<file path="src/common/ctrlPkg.sv">
package ctrlPkg;

  // Instruction fields
  typedef logic [5:0] opcodeT;
  typedef logic [5:0] functT;

  // Opcodes
  localparam opcodeT opRType = 6'h00;
  localparam opcodeT opJ     = 6'h02;
  localparam opcodeT opJal   = 6'h03;
  localparam opcodeT opBeq   = 6'h04;
  localparam opcodeT opBne   = 6'h05;
  localparam opcodeT opBle   = 6'h06;
  localparam opcodeT opBgt   = 6'h07;
  localparam opcodeT opAddi  = 6'h08;
  localparam opcodeT opAddiu = 6'h09;
  localparam opcodeT opSlti  = 6'h0A;
  localparam opcodeT opLb    = 6'h20;
  localparam opcodeT opLh    = 6'h21;
  localparam opcodeT opLw    = 6'h23;
  localparam opcodeT opSb    = 6'h28;
  localparam opcodeT opSh    = 6'h29;
  localparam opcodeT opSw    = 6'h2B;

  // Funct codes under R-type
  localparam functT fnJr  = 6'h08;
  localparam functT fnAdd = 6'h20;
  localparam functT fnSub = 6'h22;
  localparam functT fnAnd = 6'h24;
  localparam functT fnSlt = 6'h2A;

  // Datapath select codes
  typedef logic [2:0] aluOpT;
  typedef logic [2:0] addrSelT;
  typedef logic [2:0] pcSourceT;
  typedef logic [2:0] memToRegT;
  typedef logic [1:0] regDstT;
  typedef logic [1:0] aluSrcBT;
  typedef logic [1:0] lsSizeT;
  typedef logic [1:0] branchCondT;

  localparam aluOpT aluPass = 3'b000;
  localparam aluOpT aluAdd  = 3'b001;
  localparam aluOpT aluSub  = 3'b010;
  localparam aluOpT aluAnd  = 3'b011;
  localparam aluOpT aluSlt  = 3'b111;

  localparam addrSelT addrPc          = 3'b000;
  localparam addrSelT addrAluOut      = 3'b001;
  localparam addrSelT addrVecInvalid  = 3'b010;
  localparam addrSelT addrVecOverflow = 3'b011;

  localparam pcSourceT pcSrcPlus4  = 3'b000;
  localparam pcSourceT pcSrcJump   = 3'b001;
  localparam pcSourceT pcSrcVector = 3'b010;
  localparam pcSourceT pcSrcAluOut = 3'b011;

  localparam memToRegT memToRegAlu = 3'b000;
  localparam memToRegT memToRegMem = 3'b101;

  localparam regDstT regDstRt  = 2'b00;
  localparam regDstT regDstRd  = 2'b01;
  localparam regDstT regDstR31 = 2'b11;

  localparam aluSrcBT srcBReg    = 2'b00;
  localparam aluSrcBT srcBImm    = 2'b01;
  localparam aluSrcBT srcBOffset = 2'b10;
  localparam aluSrcBT srcBFour   = 2'b11;

  localparam lsSizeT lsNone = 2'b00;
  localparam lsSizeT lsByte = 2'b01;
  localparam lsSizeT lsHalf = 2'b10;
  localparam lsSizeT lsWord = 2'b11;

  localparam branchCondT condBne = 2'b00;
  localparam branchCondT condBeq = 2'b01;
  localparam branchCondT condBle = 2'b10;
  localparam branchCondT condBgt = 2'b11;

  typedef enum logic [3:0] {
    clsAlu, clsSlt, clsLoad, clsStore, clsBranch,
    clsJump, clsJal, clsJr, clsInvalid
  } instrClassE;

  typedef enum logic [3:0] {
    phIdle, phFetch, phWait, phDecode, phExec, phWrite, phMemAddr, phMemRead,
    phMemWrite, phBranch, phLinkCalc, phLinkWrite, phJump, phTrapSave,
    phVecInvalid, phVecOverflow
  } phaseE;

endpackage

</file>
<file path="src/rtl/instrDecoder.sv">
`timescale 1ns/1ps

module instrDecoder (
  input  ctrlPkg::opcodeT     opcode,
  input  ctrlPkg::functT      funct,
  output ctrlPkg::instrClassE instrClass,
  output logic                trapOnOvf,
  output ctrlPkg::aluOpT      aluOp,
  output logic                usesImm,
  output ctrlPkg::lsSizeT     lsSize,
  output ctrlPkg::branchCondT branchCond
);

  import ctrlPkg::*;

  always_comb begin
    instrClass = clsInvalid;
    trapOnOvf  = 1'b0;
    aluOp      = aluPass;
    usesImm    = 1'b0;
    lsSize     = lsNone;
    branchCond = condBne;

    case (opcode)
      opRType: begin
        case (funct)
          fnAdd: begin
            instrClass = clsAlu;
            aluOp      = aluAdd;
            trapOnOvf  = 1'b1;
          end
          fnSub: begin
            instrClass = clsAlu;
            aluOp      = aluSub;
            trapOnOvf  = 1'b1;
          end
          fnAnd: begin
            instrClass = clsAlu;
            aluOp      = aluAnd;
          end
          fnSlt: begin
            instrClass = clsSlt;
            aluOp      = aluSlt;
          end
          // rs goes through the ALU unchanged
          fnJr: instrClass = clsJr;
          default: instrClass = clsInvalid;
        endcase
      end
      opAddi: begin
        instrClass = clsAlu;
        aluOp      = aluAdd;
        usesImm    = 1'b1;
        trapOnOvf  = 1'b1;
      end
      opAddiu: begin
        instrClass = clsAlu;
        aluOp      = aluAdd;
        usesImm    = 1'b1;
      end
      opSlti: begin
        instrClass = clsSlt;
        aluOp      = aluSlt;
        usesImm    = 1'b1;
      end
      opLb, opLh, opLw: begin
        instrClass = clsLoad;
        aluOp      = aluAdd;
        lsSize     = (opcode == opLb) ? lsByte : (opcode == opLh) ? lsHalf : lsWord;
      end
      opSb, opSh, opSw: begin
        instrClass = clsStore;
        aluOp      = aluAdd;
        lsSize     = (opcode == opSb) ? lsByte : (opcode == opSh) ? lsHalf : lsWord;
      end
      opBeq, opBne, opBle, opBgt: begin
        instrClass = clsBranch;
        aluOp      = aluSlt;
        case (opcode)
          opBeq:   branchCond = condBeq;
          opBle:   branchCond = condBle;
          opBgt:   branchCond = condBgt;
          default: branchCond = condBne;
        endcase
      end
      // Non-pass op marks these apart from jr in the jump phase
      opJ: begin
        instrClass = clsJump;
        aluOp      = aluAdd;
      end
      opJal: begin
        instrClass = clsJal;
        aluOp      = aluAdd;
      end
      default: instrClass = clsInvalid;
    endcase
  end

endmodule

</file>
<file path="src/rtl/phaseSequencer.sv">
`timescale 1ns/1ps

module phaseSequencer (
  input  logic                clk,
  input  logic                reset_in,
  input  ctrlPkg::instrClassE instrClass,
  input  logic                trapOnOvf,
  input  logic                ovf,
  output ctrlPkg::phaseE      phase
);

  import ctrlPkg::*;

  phaseE nextPhase;

  always_ff @(posedge clk) begin
    if (reset_in) begin
      phase <= phIdle;
    end else begin
      phase <= nextPhase;
    end
  end

  always_comb begin
    nextPhase = phase;
    case (phase)
      phIdle:   nextPhase = phFetch;
      phFetch:  nextPhase = phWait;
      phWait:   nextPhase = phDecode;

      phDecode: begin
        case (instrClass)
          clsAlu, clsSlt, clsJr: nextPhase = phExec;
          clsLoad, clsStore:     nextPhase = phMemAddr;
          clsBranch:             nextPhase = phBranch;
          clsJump:               nextPhase = phJump;
          clsJal:                nextPhase = phLinkCalc;
          default:               nextPhase = phTrapSave;
        endcase
      end

      phExec: begin
        if (instrClass == clsJr) begin
          nextPhase = phJump;
        end else begin
          nextPhase = phWrite;
        end
      end

      // Overflow is only meaningful after the ALU result is written
      phWrite: begin
        if (ovf && trapOnOvf) begin
          nextPhase = phTrapSave;
        end else begin
          nextPhase = phFetch;
        end
      end

      phMemAddr: begin
        if (instrClass == clsLoad) begin
          nextPhase = phMemRead;
        end else begin
          nextPhase = phMemWrite;
        end
      end

      phMemRead:   nextPhase = phWrite;
      phMemWrite:  nextPhase = phFetch;
      phBranch:    nextPhase = phFetch;
      phLinkCalc:  nextPhase = phLinkWrite;
      phLinkWrite: nextPhase = phJump;
      phJump:      nextPhase = phFetch;

      phTrapSave: begin
        if (instrClass == clsInvalid) begin
          nextPhase = phVecInvalid;
        end else begin
          nextPhase = phVecOverflow;
        end
      end

      phVecInvalid:  nextPhase = phFetch;
      phVecOverflow: nextPhase = phFetch;
      default:       nextPhase = phIdle;
    endcase
  end

endmodule

</file>
<file path="src/rtl/controlEncoder.sv">
`timescale 1ns/1ps

module controlEncoder (
  input  ctrlPkg::phaseE      phase,
  input  ctrlPkg::aluOpT      aluOp,
  input  logic                usesImm,
  input  ctrlPkg::lsSizeT     lsSize,
  input  ctrlPkg::branchCondT branchCond,
  output logic                pcWrite,
  output logic                pcWriteCond,
  output logic                memRead,
  output logic                memWrite,
  output logic                irWrite,
  output logic                regWrite,
  output logic                aluSrcA,
  output logic                ltOut,
  output ctrlPkg::branchCondT condControl,
  output ctrlPkg::aluOpT      aluOpOut,
  output ctrlPkg::lsSizeT     lsSizeOut,
  output ctrlPkg::addrSelT    addrSel,
  output ctrlPkg::regDstT     regDst,
  output ctrlPkg::memToRegT   memToReg,
  output ctrlPkg::aluSrcBT    aluSrcB,
  output ctrlPkg::pcSourceT   pcSource
);

  import ctrlPkg::*;

  always_comb begin
    pcWrite     = 1'b0;
    pcWriteCond = 1'b0;
    memRead     = 1'b0;
    memWrite    = 1'b0;
    irWrite     = 1'b0;
    regWrite    = 1'b0;
    aluSrcA     = 1'b0;
    ltOut       = 1'b0;
    condControl = condBne;
    aluOpOut    = aluPass;
    lsSizeOut   = lsNone;
    addrSel     = addrPc;
    regDst      = regDstRt;
    memToReg    = memToRegAlu;
    aluSrcB     = srcBReg;
    pcSource    = pcSrcPlus4;

    case (phase)
      phFetch: begin
        memRead  = 1'b1;
        irWrite  = 1'b1;
        pcWrite  = 1'b1;
        addrSel  = addrPc;
        pcSource = pcSrcPlus4;
        aluSrcB  = srcBFour;
        aluOpOut = aluAdd;
      end

      // Branch target computed ahead of time
      phDecode: begin
        aluSrcB  = srcBOffset;
        aluOpOut = aluAdd;
      end

      phExec: begin
        aluSrcA  = 1'b1;
        aluOpOut = aluOp;
        aluSrcB  = usesImm ? srcBImm : srcBReg;
      end

      // Load, slt and plain ALU writes share this phase
      phWrite: begin
        regWrite = 1'b1;
        if (lsSize != lsNone) begin
          regDst    = regDstRt;
          memToReg  = memToRegMem;
          lsSizeOut = lsSize;
        end else begin
          regDst = usesImm ? regDstRt : regDstRd;
          ltOut  = (aluOp == aluSlt);
        end
      end

      phMemAddr: begin
        aluSrcA  = 1'b1;
        aluSrcB  = srcBImm;
        aluOpOut = aluAdd;
      end

      phMemRead: begin
        memRead   = 1'b1;
        addrSel   = addrAluOut;
        lsSizeOut = lsSize;
      end

      phMemWrite: begin
        memWrite  = 1'b1;
        addrSel   = addrAluOut;
        lsSizeOut = lsSize;
      end

      phBranch: begin
        pcWriteCond = 1'b1;
        aluSrcA     = 1'b1;
        aluOpOut    = aluSlt;
        pcSource    = pcSrcAluOut;
        condControl = branchCond;
      end

      // Return address is pc+4
      phLinkCalc: begin
        aluSrcB  = srcBFour;
        aluOpOut = aluAdd;
      end

      phLinkWrite: begin
        regWrite = 1'b1;
        regDst   = regDstR31;
      end

      phJump: begin
        pcWrite  = 1'b1;
        pcSource = (aluOp == aluPass) ? pcSrcAluOut : pcSrcJump;
      end

      phTrapSave: aluOpOut = aluPass;

      phVecInvalid: begin
        memRead  = 1'b1;
        pcWrite  = 1'b1;
        pcSource = pcSrcVector;
        addrSel  = addrVecInvalid;
      end

      phVecOverflow: begin
        memRead  = 1'b1;
        pcWrite  = 1'b1;
        pcSource = pcSrcVector;
        addrSel  = addrVecOverflow;
      end

      default: ;
    endcase
  end

endmodule

</file>
<file path="src/rtl/controlUnit.sv">
`timescale 1ns/1ps

module controlUnit (
  input  logic                clk,
  input  logic                reset_in,
  input  ctrlPkg::opcodeT     opcode,
  input  ctrlPkg::functT      funct,
  input  logic                ovf,
  output logic                pcWrite,
  output logic                pcWriteCond,
  output logic                memRead,
  output logic                memWrite,
  output logic                irWrite,
  output logic                regWrite,
  output logic                aluSrcA,
  output logic                ltOut,
  output ctrlPkg::branchCondT condControl,
  output ctrlPkg::aluOpT      aluOpOut,
  output ctrlPkg::lsSizeT     lsSizeOut,
  output ctrlPkg::addrSelT    addrSel,
  output ctrlPkg::regDstT     regDst,
  output ctrlPkg::memToRegT   memToReg,
  output ctrlPkg::aluSrcBT    aluSrcB,
  output ctrlPkg::pcSourceT   pcSource
);

  import ctrlPkg::*;

  instrClassE instrClass;
  logic       trapOnOvf;
  aluOpT      aluOp;
  logic       usesImm;
  lsSizeT     lsSize;
  branchCondT branchCond;
  phaseE      phase;

  instrDecoder uDecoder (
    .opcode     (opcode),
    .funct      (funct),
    .instrClass (instrClass),
    .trapOnOvf  (trapOnOvf),
    .aluOp      (aluOp),
    .usesImm    (usesImm),
    .lsSize     (lsSize),
    .branchCond (branchCond)
  );

  phaseSequencer uSequencer (
    .clk        (clk),
    .reset_in   (reset_in),
    .instrClass (instrClass),
    .trapOnOvf  (trapOnOvf),
    .ovf        (ovf),
    .phase      (phase)
  );

  controlEncoder uEncoder (
    .phase       (phase),
    .aluOp       (aluOp),
    .usesImm     (usesImm),
    .lsSize      (lsSize),
    .branchCond  (branchCond),
    .pcWrite     (pcWrite),
    .pcWriteCond (pcWriteCond),
    .memRead     (memRead),
    .memWrite    (memWrite),
    .irWrite     (irWrite),
    .regWrite    (regWrite),
    .aluSrcA     (aluSrcA),
    .ltOut       (ltOut),
    .condControl (condControl),
    .aluOpOut    (aluOpOut),
    .lsSizeOut   (lsSizeOut),
    .addrSel     (addrSel),
    .regDst      (regDst),
    .memToReg    (memToReg),
    .aluSrcB     (aluSrcB),
    .pcSource    (pcSource)
  );

endmodule

</file>
<file path="config.mk">
export PLATFORM = sky130hd
export DESIGN_NAME = controlUnit
export DESIGN_NICKNAME = d
export VERILOG_FILES = /design/src/common/ctrlPkg.sv /design/src/rtl/instrDecoder.sv /design/src/rtl/phaseSequencer.sv /design/src/rtl/controlEncoder.sv /design/src/rtl/controlUnit.sv
export SDC_FILE = /design/constraint.sdc
export NUM_CORES = 1
export LEC_CHECK = 0
export ABC_CLOCK_PERIOD_IN_PS = 5400
export CORE_MARGIN = 1.5
export CORE_UTILIZATION = 60
export CTS_BUF_LIST = sky130_fd_sc_hd__clkbuf_8
export DETAILED_ROUTE_END_ITERATION = 7
export DONT_BUFFER_PORTS = 1
export PLACE_DENSITY_LB_ADDON = 0.1
export SETUP_SLACK_MARGIN = 0.4
export SLEW_MARGIN = 15
export SYNTH_ARGS = -nofsm -noshare
export SYNTH_HDL_FRONTEND = slang
export SYNTH_SLANG_ARGS = --single-unit
</file>
<file path="constraint.sdc">
create_clock -name clk -period 5.4 [get_ports clk]
set_clock_uncertainty 0.2 [all_clocks]
set_input_delay 0.81 -clock clk [delete_from_list [all_inputs] [get_ports clk]]
set_output_delay 0.81 -clock clk [all_outputs]
set_load 0.005 [all_outputs]
</file>
==> impl_metrics.csv <==
group,metric,value,unit
route,drt-vias-per-instance,7.02,
clocking,clk-insertion-delay-late,220,ps
grt,maximum_number_of_pins_on_one_net_before_global_route_repair,24,
outcome,violations,"design-rule violations",
synthesis,synth_top_area_share,0.0873,
synthesis,postSynth.topFlopCell,"dfxtp_1",
clocking,cts_tree,"done",
placed_design,gp_congestion,0.901,
worst_setup_path,crit_arrival,2160,ps
floorplanning,die-area,1980,µm²
timing,fmax,316,MHz
final_layout,antenna_cells_inserted,0,
floorplanning,floorplan.die.height,44.5,µm
timing,final_period_minus_worst_setup_slack,3170,ps
timing,slew_viol_final,0,
clocking,hold_buffers,0,
worst_setup_path,largest_stage_delay_on_the_critical_path,380,ps
synthesis,synth.cell_area,1030,µm²
clocking,htree_num_levels,1,
clocking,cts.repair.resized,0,
route,drtAntennaViolNets,0,
synthesis,syn_avg_cell_area,6.41,µm²
worst_setup_path,worstSetupEndpointType,"output pin",
worst_setup_path,critical_setup_path_kind,"input port to output pin",
outcome,run_status,"complete, but fails checks",
final_layout,largest_regs,"uSequencer.phase x4",
grt,global_route.overflow_total,0,
worst_setup_path,crit_chain,"nor4b_1 > o211ai_1 > a211oi_1 > nor4_1 > or3_1",
grt,grt_first_pass_wirelength,4410,µm
worst_hold_path,worstHoldPathType,"input port to flip-flop",
final_layout,largest_register,"uSequencer.phase",
floorplanning,chipWidth,44.5,µm
floorplanning,fp.coreArea,1560,µm²
worst_setup_path,worstPathRequired,4390,ps
placed_design,placed_wire_length_estimate,1980,µm
worst_setup_path,timing.critical_path.slowest_stage_cell,"a211oi_1",
clocking,cts_root_buffer,"clkbuf_8",
final_layout,finish.instance_area,970,µm²
synthesis,synth_edf_count,0,
final_layout,syn_to_final_growth,-6.06,%
synthesis,synth_cells,161,
timing,rsz0062_at_grt,"false",
timing,final.period_utilization,0.586,
clocking,ctsLongestPathBuffers,2,
floorplanning,io_pins,43,
route,number_of_search_and_repair_iterations_in_the_first_detailed_routing_pass,6,
pwr,irDropWorstVdd,0.240,mV
route,routed_wirelength,2670,µm
worst_setup_path,worst-path-max-fanout,13,
placed_design,numPortBuffers,0,
route,drt-wirelength-per-cell,16.3,µm
flow_run,timing.max_cap.violations,0,
pwr,cellPowerDensity,323,nW/µm²
synthesis,synth.yosys.seq_area_share,0.0776,
grt,grt_util_all_layers,0.293,
pwr,cellLeakagePower,0.301,nW
route,drt_drc_violations_left,5,
final_layout,largest_register_ff_count,4,
final_layout,fin_nets,165,
timing,worstMarginPinSlew,698,ps
timing,report.final.setup_viol,0,
clocking,postCtsSetupBuffers,0,
clocking,path_clk_slew,30,ps
final_layout,drive_above_1_share,0.0743,
grt,via_count_of_the_first_global_routing_pass,963,
synthesis,ys_ff_latch,4,
timing,setup-tns-final,0,ps
synthesis,synth_cell_types,47,
synthesis,ys_top_cells_by_area,"a21oi_1, dfxtp_1, nor2_1",
worst_setup_path,critPathLaunchType,"input port",
timing,slew_headroom,0.534,
route,route.vias.total,1151,
route,drt_iter0_drc,76,
floorplanning,floorplan_row_count,14,
synthesis,post_synth_most_frequent_cells,"a21oi_1, nor2_1, nand2_1",
floorplanning,initial_utilization,0.662,
final_layout,utilization,0.622,
synthesis,synthArstFlopShare,0,
timing,timing.hold.ws,466,ps
clocking,tritoncts_num_sinks,4,
clocking,tritoncts.num_buffers,3,
synthesis,post-synth-top-area-cell,"a21oi_1",
grt,grt_antenna_before_repair,0,
timing,hold_viol_final,0,
synthesis,synth.yosys.warnings,0,
placed_design,placedInstanceArea,928,µm²
[stage by stage]
step / setup slack, ps / instances / power (mW)
after floorplan: 2310 / 163 / 0.237
after global placement: 2280 / 161 / 0.241
after detailed placement: 2250 / 161 / 0.244
after CTS: 2250 / 164 / 0.311
after global routing: 2140 / 164 / 0.341
final: 2230 / 164 / 0.313
[area by class of cell]
| class | count | area [µm²] |
|---|---|---|
| Multi-Input combinational cell | 137 | 813 |
| Clock buffer | 3 | 41.3 |
| Inverter | 4 | 15.0 |
| Fill cell | 156 | 589 |
| Sequential cell | 4 | 80.1 |
| Tap cell | 16 | 20.0 |
[per-layer routing]
layer	track usage	part of all wire	vias up
met4	0.145	0.0082	0
li1	-	-	559
met5	0	0	-
met2	0.409	0.45	66
met1	0.415	0.44	524
met3	0.0694	0.10	2
[critical path: cells and delay by family]
| family | cells | cell delay [ps] |
|---|---|---|
| compound gates | 2 | 540 |
| simple gates | 3 | 810 |
[cells by family (layout without fill, tap and decap cells)]
group | after synthesis | in the layout | share of synthesized area
xor+xnor | 2 | 2 | 0.0170
simple gates | 83 | 83 | 0.455
compound gates | 48 | 48 | 0.295
flops | 4 | 4 | 0.0776
buf+inv | 22 | 7 | 0.142
other cells | 1 | 3 | 0.00363
mux | 1 | 1 | 0.0109
[worst paths after layout]
| kind | startpoint | cells past startpoint | to | slack [ps] |
|---|---|---|---|---|
| setup / recovery | opcode[3] | 5 | pcSource[1] | 2230 |
| hold / removal | reset_in | 1 | uSequencer.phase[1] | 470 |
| setup reg to reg | uSequencer.phase[0] | 5 | uSequencer.phase[0] | 3350 |
| hold reg to reg | uSequencer.phase[1] | 2 | uSequencer.phase[1] | 610 |
[cells in the final DEF (no fill, tap or decap), drive strengths merged, types with 3 or more instances in the layout]
cell type	count
nand3	5
nand3b	3
nor2	18
o22ai	3
a21oi	18
nor3	5
dfxtp	4
nor2b	8
conb	3
inv	4
nor4	5
nor4b	3
o21ai	10
nand2	15
clkbuf	3
or3	4
nor3b	5
a21boi	3
nand2b	4
[where the power goes]
group | leakage, nW | switching, mW | internal (mW)
logic | 0.246 | 0.0943 | 0.0666
clock network | 0.0216 | 0.0169 | 0.0476
registers | 0.0329 | 0.0479 | 0.0401
(Power assumes the default switching activity.)
